File: src/source/glitch_cfg_pkg.sv
package glitch_cfg_pkg;

  // width of the trigger-to-glitch offset counter
  localparam int offset_w = 32;
  // glitch count and glitch index width
  localparam int count_w = 5;
  // pulse width field, in clk cycles
  localparam int width_w = 8;

  // host register map, one address bit
  localparam logic cfg_addr_offset = 1'b0;
  localparam logic cfg_addr_ctrl = 1'b1;

  // glitch control word as written by the host
  // num_glitches sits in the low bits, pulse width above it
  typedef struct packed {
    logic [31-count_w-width_w:0] spare;
    logic [width_w-1:0]          pulse_width;
    logic [count_w-1:0]          num_glitches;
  } glitch_ctrl_t;

  // one host word, read as offset or as control word
  // the write address picks the view
  typedef union packed {
    logic [offset_w-1:0] offset;
    glitch_ctrl_t        ctrl;
  } cfg_word_u;

  // live configuration shared by sequencer and pulse stage
  typedef struct packed {
    logic [offset_w-1:0] offset;
    logic [count_w-1:0]  num_glitches;
    logic [width_w-1:0]  pulse_width;
  } glitch_cfg_t;

endpackage

File: src/source/glitch_seq_pkg.sv
package glitch_seq_pkg;

  // flops in the trig_in synchronizer chain
  localparam int sync_stages = 2;

  // sequencer states
  // s_wait counts the offset, s_next steps the index,
  // s_done waits for the last pulse and for trig_in low
  typedef enum logic [1:0] {
    s_idle = 2'd0,
    s_wait = 2'd1,
    s_next = 2'd2,
    s_done = 2'd3
  } seq_state_e;

  // one glitch request from the sequencer to the pulse stage
  typedef struct packed {
    logic                              fire;
    logic [glitch_cfg_pkg::count_w-1:0] index;
  } fire_evt_t;

endpackage

File: src/source/glitch_pulse_gen.sv
`timescale 1ns/1ps

module glitch_pulse_gen (
  input  logic                                clk,
  input  logic                                exttrig,
  input  glitch_seq_pkg::fire_evt_t           evt,
  input  logic [glitch_cfg_pkg::width_w-1:0]  pulse_width,
  output logic                                glitch_out,
  output logic [glitch_cfg_pkg::count_w-1:0]  glitch_index,
  output logic                                pulse_end
);

  // cycles of glitch_out left, including the current one
  logic [glitch_cfg_pkg::width_w-1:0] width_cnt;
  // current cycle is the final high cycle of the pulse
  logic last;

  assign last = glitch_out && (width_cnt == 'd1);

  always_ff @(posedge clk or posedge exttrig) begin
    if (exttrig) begin
      width_cnt    <= '0;
      glitch_out   <= 1'b0;
      glitch_index <= '0;
    end else if (evt.fire) begin
      // load full width, output goes high next cycle
      width_cnt    <= pulse_width;
      glitch_out   <= 1'b1;
      glitch_index <= evt.index;
    end else if (width_cnt != '0) begin
      width_cnt  <= width_cnt - 1'b1;
      glitch_out <= !last;
    end
  end

  // flag the first low cycle after each pulse
  always_ff @(posedge clk or posedge exttrig) begin
    if (exttrig) begin
      pulse_end <= 1'b0;
    end else begin
      pulse_end <= last;
    end
  end

  // next fire must not land on a pulse still in progress
  a_no_overlap: assert property (
    @(posedge clk) disable iff (exttrig)
    evt.fire |-> !glitch_out
  );

endmodule

File: src/source/glitch_sequencer.sv
`timescale 1ns/1ps

module glitch_sequencer (
  input  logic                        clk,
  input  logic                        exttrig,
  input  logic                        trig_start,
  input  logic                        trig_level,
  input  glitch_cfg_pkg::glitch_cfg_t cfg,
  input  logic                        pulse_end,
  output glitch_seq_pkg::fire_evt_t   evt,
  output logic                        busy,
  output logic                        done
);

  glitch_seq_pkg::seq_state_e state;

  // cycles spent in s_wait for the current glitch
  logic [glitch_cfg_pkg::offset_w-1:0] offset_cnt;
  // glitch currently being scheduled
  logic [glitch_cfg_pkg::count_w-1:0] index;
  // pulses finished so far, one bit wider to reach num_glitches+1
  logic [glitch_cfg_pkg::count_w:0] end_cnt;
  logic [glitch_cfg_pkg::count_w:0] total;
  // offset plus one, only for the width rule check
  logic [glitch_cfg_pkg::offset_w:0] offset_p1;
  logic match;
  logic all_ended;

  // offset reached while waiting
  assign match = (state == glitch_seq_pkg::s_wait) && (offset_cnt == cfg.offset);
  assign total = {1'b0, cfg.num_glitches} + 1'b1;
  assign all_ended = (end_cnt == total);
  assign offset_p1 = {1'b0, cfg.offset} + 1'b1;
  assign busy = (state != glitch_seq_pkg::s_idle);

  // counter restarts from zero on every entry into s_wait
  always_ff @(posedge clk or posedge exttrig) begin
    if (exttrig) begin
      offset_cnt <= '0;
    end else if (state == glitch_seq_pkg::s_wait) begin
      offset_cnt <= offset_cnt + 1'b1;
    end else begin
      offset_cnt <= '0;
    end
  end

  // fire strobe goes out one cycle after the match, with the index of that glitch
  always_ff @(posedge clk or posedge exttrig) begin
    if (exttrig) begin
      evt <= '0;
    end else begin
      evt.fire  <= match;
      evt.index <= index;
    end
  end

  // pulse ends are counted over the whole run
  // earlier pulses finish while later glitches are still being timed
  always_ff @(posedge clk or posedge exttrig) begin
    if (exttrig) begin
      end_cnt <= '0;
    end else if (state == glitch_seq_pkg::s_idle) begin
      end_cnt <= '0;
    end else if (pulse_end) begin
      end_cnt <= end_cnt + 1'b1;
    end
  end

  always_ff @(posedge clk or posedge exttrig) begin
    if (exttrig) begin
      state <= glitch_seq_pkg::s_idle;
      index <= '0;
      done  <= 1'b0;
    end else begin
      // done is a single-cycle strobe
      done <= 1'b0;
      case (state)
        glitch_seq_pkg::s_idle: begin
          index <= '0;
          if (trig_start) begin
            state <= glitch_seq_pkg::s_wait;
          end
        end
        glitch_seq_pkg::s_wait: begin
          // retriggers are ignored here, only the offset matters
          if (match) begin
            if (index < cfg.num_glitches) begin
              state <= glitch_seq_pkg::s_next;
            end else begin
              state <= glitch_seq_pkg::s_done;
            end
          end
        end
        glitch_seq_pkg::s_next: begin
          index <= index + 1'b1;
          state <= glitch_seq_pkg::s_wait;
        end
        glitch_seq_pkg::s_done: begin
          // hold until every pulse is over and trigger has been released
          if (all_ended && !trig_level) begin
            state <= glitch_seq_pkg::s_idle;
            done  <= 1'b1;
          end
        end
        default: state <= glitch_seq_pkg::s_idle;
      endcase
    end
  end

  // fire only ever follows the s_wait cycle that ended the offset
  a_fire_after_match: assert property (
    @(posedge clk) disable iff (exttrig)
    evt.fire |-> ($past(state) == glitch_seq_pkg::s_wait) && (state != glitch_seq_pkg::s_wait)
  );

  // done is raised only once the sequencer is back in idle
  a_done_not_busy: assert property (
    @(posedge clk) disable iff (exttrig)
    done |-> !busy
  );

  // pulses may not overlap, so width fits inside one glitch period
  a_width_legal: assert property (
    @(posedge clk) disable iff (exttrig)
    (trig_start && !busy) |-> (cfg.pulse_width != '0) && (cfg.pulse_width <= offset_p1)
  );

endmodule

File: src/source/glitch_trigger_top.sv
`timescale 1ns/1ps

module glitch_trigger_top (
  input  logic                               clk,
  input  logic                               exttrig,
  input  logic                               trig_in,
  input  logic                               cfg_wr,
  input  logic                               cfg_addr,
  input  glitch_cfg_pkg::cfg_word_u          cfg_data,
  output logic                               glitch_out,
  output logic [glitch_cfg_pkg::count_w-1:0] glitch_index,
  output logic                               busy,
  output logic                               done
);

  glitch_cfg_pkg::glitch_cfg_t cfg;
  glitch_seq_pkg::fire_evt_t   evt;
  logic                        trig_start;
  logic                        trig_level;
  logic                        pulse_end;

  // trigger synchronizer and host config registers
  trig_capture u_capture (
    .clk        (clk),
    .exttrig    (exttrig),
    .trig_in    (trig_in),
    .cfg_wr     (cfg_wr),
    .cfg_addr   (cfg_addr),
    .cfg_data   (cfg_data),
    .cfg        (cfg),
    .trig_start (trig_start),
    .trig_level (trig_level)
  );

  // offset timing and glitch repetition
  glitch_sequencer u_sequencer (
    .clk        (clk),
    .exttrig    (exttrig),
    .trig_start (trig_start),
    .trig_level (trig_level),
    .cfg        (cfg),
    .pulse_end  (pulse_end),
    .evt        (evt),
    .busy       (busy),
    .done       (done)
  );

  // strobe to pulse stretcher
  glitch_pulse_gen u_pulse_gen (
    .clk          (clk),
    .exttrig      (exttrig),
    .evt          (evt),
    .pulse_width  (cfg.pulse_width),
    .glitch_out   (glitch_out),
    .glitch_index (glitch_index),
    .pulse_end    (pulse_end)
  );

endmodule

File: src/source/trig_capture.sv
`timescale 1ns/1ps

module trig_capture (
  input  logic                        clk,
  input  logic                        exttrig,
  input  logic                        trig_in,
  input  logic                        cfg_wr,
  input  logic                        cfg_addr,
  input  glitch_cfg_pkg::cfg_word_u   cfg_data,
  output glitch_cfg_pkg::glitch_cfg_t cfg,
  output logic                        trig_start,
  output logic                        trig_level
);

  // synchronizer chain, bit 0 samples the pin
  logic [glitch_seq_pkg::sync_stages-1:0] sync_q;
  // delayed synchronized level for the edge detector
  logic level_q;

  // last stage is the clean trigger level
  assign trig_level = sync_q[glitch_seq_pkg::sync_stages-1];

  always_ff @(posedge clk or posedge exttrig) begin
    if (exttrig) begin
      sync_q <= '0;
    end else begin
      sync_q <= {sync_q[glitch_seq_pkg::sync_stages-2:0], trig_in};
    end
  end

  // rising edge, registered so trig_start is a clean one-cycle pulse
  always_ff @(posedge clk or posedge exttrig) begin
    if (exttrig) begin
      level_q    <= 1'b0;
      trig_start <= 1'b0;
    end else begin
      level_q    <= trig_level;
      trig_start <= trig_level & ~level_q;
    end
  end

  // config registers
  // offset address takes the whole word, ctrl address splits count and width
  always_ff @(posedge clk or posedge exttrig) begin
    if (exttrig) begin
      cfg <= '0;
    end else if (cfg_wr) begin
      if (cfg_addr == glitch_cfg_pkg::cfg_addr_offset) begin
        cfg.offset <= cfg_data.offset;
      end else begin
        cfg.num_glitches <= cfg_data.ctrl.num_glitches;
        cfg.pulse_width  <= cfg_data.ctrl.pulse_width;
      end
    end
  end

  // edge detector must never produce a stretched start pulse
  a_start_single: assert property (
    @(posedge clk) disable iff (exttrig)
    trig_start |=> !trig_start
  );

endmodule
File: config.mk
export PLATFORM = sky130hd
export DESIGN_NAME = glitch_trigger_top
export DESIGN_NICKNAME = d
export VERILOG_FILES = /design/src/source/glitch_cfg_pkg.sv /design/src/source/glitch_seq_pkg.sv /design/src/source/glitch_pulse_gen.sv /design/src/source/glitch_sequencer.sv /design/src/source/glitch_trigger_top.sv /design/src/source/trig_capture.sv
export SDC_FILE = /design/constraint.sdc
export NUM_CORES = 1
export LEC_CHECK = 0
export BUFFER_PORTS_ARGS = -buffer_cell sky130_fd_sc_hd__buf_2
export CAP_MARGIN = 10
export CORE_ASPECT_RATIO = 0.7
export CORE_MARGIN = 4
export CORE_UTILIZATION = 56
export CTS_BUF_LIST = sky130_fd_sc_hd__clkbuf_4 sky130_fd_sc_hd__clkbuf_8
export DETAILED_ROUTE_END_ITERATION = 12
export PLACE_DENSITY = 0.79
export SLEW_MARGIN = 40
export SYNTH_ARGS = -nofsm -noshare
export SYNTH_HDL_FRONTEND = slang
export SYNTH_HIERARCHICAL = 1
export SYNTH_SLANG_ARGS = --single-unit
File: constraint.sdc
create_clock -name clk -period 2.2 [get_ports clk]
set_clock_uncertainty 0.2 [all_clocks]
set_input_delay 0.11 -clock clk [delete_from_list [all_inputs] [get_ports clk]]
set_output_delay 0.11 -clock clk [all_outputs]
set_load 0.05 [all_outputs]
==> out/qor.csv <==
metric;value;unit
hp-class;in -> reg;
tritoncts;done;
dpl-instance-area;6150;um2
vias;4132;
ys_seq_elements;116;
crit_type;reg -> reg;
grt-ovfl-total;0;
hold_viol;0;
synth_cell_type_count;56;
synth_cells;489;
die_area;12000;um2
post-cts-setup-buffers;0;
fillers;690;
slowest_delay;650;ps
wirelength;12.8;mm
rows;30;
place_congestion;0.902;
ant_nets;0;
p_total;5880;uW
cp_num_buf_inv;0;
syn_avg_cell_area;11.8;um2
min_period;2130;ps
final_area;6890;um2
clockBufferDepth;2;
htreeDepth;4;
antenna_found_initial;0;
drive_above_1_share;0.279;
timing.slew.headroom;0.532;
io_buffers;44;
fmax;470;MHz
startpoint_type;flip-flop;
finish.utilization;0.698;
cts_root_buffer;clkbuf_8;
required;2360;ps
cp_slowest_cell;or4_4;
viasPerCell;5.71;
yosysSeqAreaShare;0.502;
pin_count;45;
clk_latency;440;ps
avgRoutedWirePerCell;17.7;um
core;9870;um2
syn2layout_area_growth;19.3;%
drc_errors;0;
ir_worst_vdd;0.512;mV
place_hpwl;8.78;mm
n_antenna_cell;0;
grt_pass1_vias;4219;
path_cells;nand4_2 -> or4_4 -> or3_2 -> a21oi_1;
async_flop_share;1.00;
end_kind;flip-flop;
netlist_area;5780;um2
holdWs;84.0;ps
grt_max_degree;53;
leakage;0.00323;uW
tightest_slew;701;ps
die_h;93.0;um
yosysWarnings;6;
clock-sinks;116;
path_max_fanout;12;
outcome;finished clean;
start_util;0.586;
worst_ep_arrival_time;2280;ps
synth_fp_nets;537;
grt_usage;0.231;
numCtsBuffers;17;
synth_edf_count;0;
final_max_slew_viol_count;0;
clkTransAtPathRegs;70;ps
setup_tns;0;ps
power.density;853;nW/um2
crit_family;simple AND/OR/NAND/NOR gates;
fin_nets;632;
drtIter0Drc;299;
grt_pass1_wl;21.2;mm
period_share;0.966;
synth_ff_type;dfrtp_1;
die_w;129;um
setup_viol;0;
maxCapViolCount;0;
firstDrtPassIters;4;
cells in the mapped netlist (4+ instances only):
cell type	n	area share
a21oi_1	7	0.0061
buf_6	5	0.0097
clkbuf_1	7	0.0045
dfrtp_1	116	0.50
ha_1	11	0.024
inv_1	15	0.0097
mux2_2	21	0.041
mux2_4	30	0.078
nand2_1	24	0.016
nand3_1	14	0.012
nand4_1	12	0.013
nor2_1	43	0.028
nor2b_1	5	0.0054
nor3_1	17	0.015
nor4_1	16	0.017
o21ai_0	7	0.0061
o31ai_1	5	0.0065
or3_1	4	0.0043
xnor2_1	25	0.038
xor2_1	47	0.071
path summary, 6_finish.rpt:
path	cells past startpoint	slack [ps]	endpoint	startpoint
worst max-delay path	4	70	u_sequencer/offset_cnt[18]	u_sequencer/offset_cnt[6]
worst min-delay path	4	80	u_capture/cfg[25]	cfg_addr
worst max register to register	4	70	u_sequencer/offset_cnt[18]	u_sequencer/offset_cnt[6]
worst min register to register	0	160	u_capture/sync_q[1]	u_capture/sync_q[0]
max in group asynchronous	4	1090	u_sequencer/offset_cnt[12]	exttrig
min in group asynchronous	3	100	u_capture/cfg[0]	exttrig
worst reg2reg max path, delay by kind of cell (launching register included):
| family | cells | cell delay, ps |
|---|---|---|
| compound gates | 1 | 150 |
| flops | 1 | 420 |
| simple gates | 3 | 1280 |
power breakdown:
part | internal, uW | leakage (uW) | switching [uW]
combinational | 638 | 0.00157 | 562
clock | 1090 | 0.000191 | 856
sequential | 2410 | 0.00147 | 322
area by class of cell:
type	count	area [um2]	area share
flip-flops and latches	116	2910	0.421
inverters	15	56.3	0.00817
clock buffers	22	284	0.0412
well taps	128	160	0.0232
multi-input cells	338	2660	0.386
repair buffers	96	721	0.105
clock inverters	9	105	0.0152
layer usage:
metal,vias to the layer above,routed length [um],track usage
li1,1897,-,-
met1,2085,6080,0.325
met2,128,5770,0.339
met3,22,798,0.0753
met4,0,191,0.0804
met5,-,0,0
registers in the layout (all words and copies together), names as in the netlist:
register / flops
u_capture/trig_start: 1
u_sequencer/end_cnt: 6
u_pulse_gen/width_cnt: 8
u_capture/level_q: 1
u_sequencer/offset_cnt: 32
u_pulse_gen/glitch_index: 5
u_sequencer/evt: 6
u_capture/cfg: 45
u_pulse_gen/pulse_end: 1
u_capture/sync_q: 2
u_sequencer/done: 1
u_pulse_gen/glitch_out: 1
u_sequencer/index: 5
u_sequencer/state: 2
layout by cell type, fill, tap and decap left out, types with 11 or more instances in the layout:
| cell | instances |
|---|---|
| dlygate4sd3_1 | 34 |
| buf_4 | 16 |
| xnor2_1 | 25 |
| nor4_1 | 15 |
| nor3_1 | 16 |
| mux2_2 | 21 |
| xor2_1 | 47 |
| mux2_4 | 30 |
| inv_1 | 13 |
| dfrtp_1 | 114 |
| ha_1 | 11 |
| nand4_1 | 12 |
| buf_2 | 44 |
| nor2_1 | 42 |
| nand2_1 | 24 |
| nand3_1 | 14 |
| clkbuf_8 | 19 |
repair_timing:
action | in CTS | in global routing
hold buffers | 34 | 0
resized for setup | 0 | 5
endpoints found under the setup margin | 2 | 7
pin swaps | 1 | 0
endpoints found under the hold margin | 162 | 0
cell families after synthesis:
family	count (synthesis)	share of synthesized area
AND/OR/NAND/NOR	166	0.159
buffers and inverters	35	0.0396
flip-flops	116	0.502
adder cells (fa/ha/maj)	11	0.0238
XOR/XNOR	72	0.109
multiplexers	54	0.124
AO/OA/AOI/OAI	35	0.0420
through the flow:
stage / cells / setup slack (ps)
2_1_floorplan: 489 / 48.2
3_3_place_gp: 659 / 25.0
3_5_place_dp: 659 / -13.4
4_1_cts: 724 / 25.8
5_1_grt: 724 / -2.46
6_report: 724 / 74.6
Power figures use the tool's default switching activity.
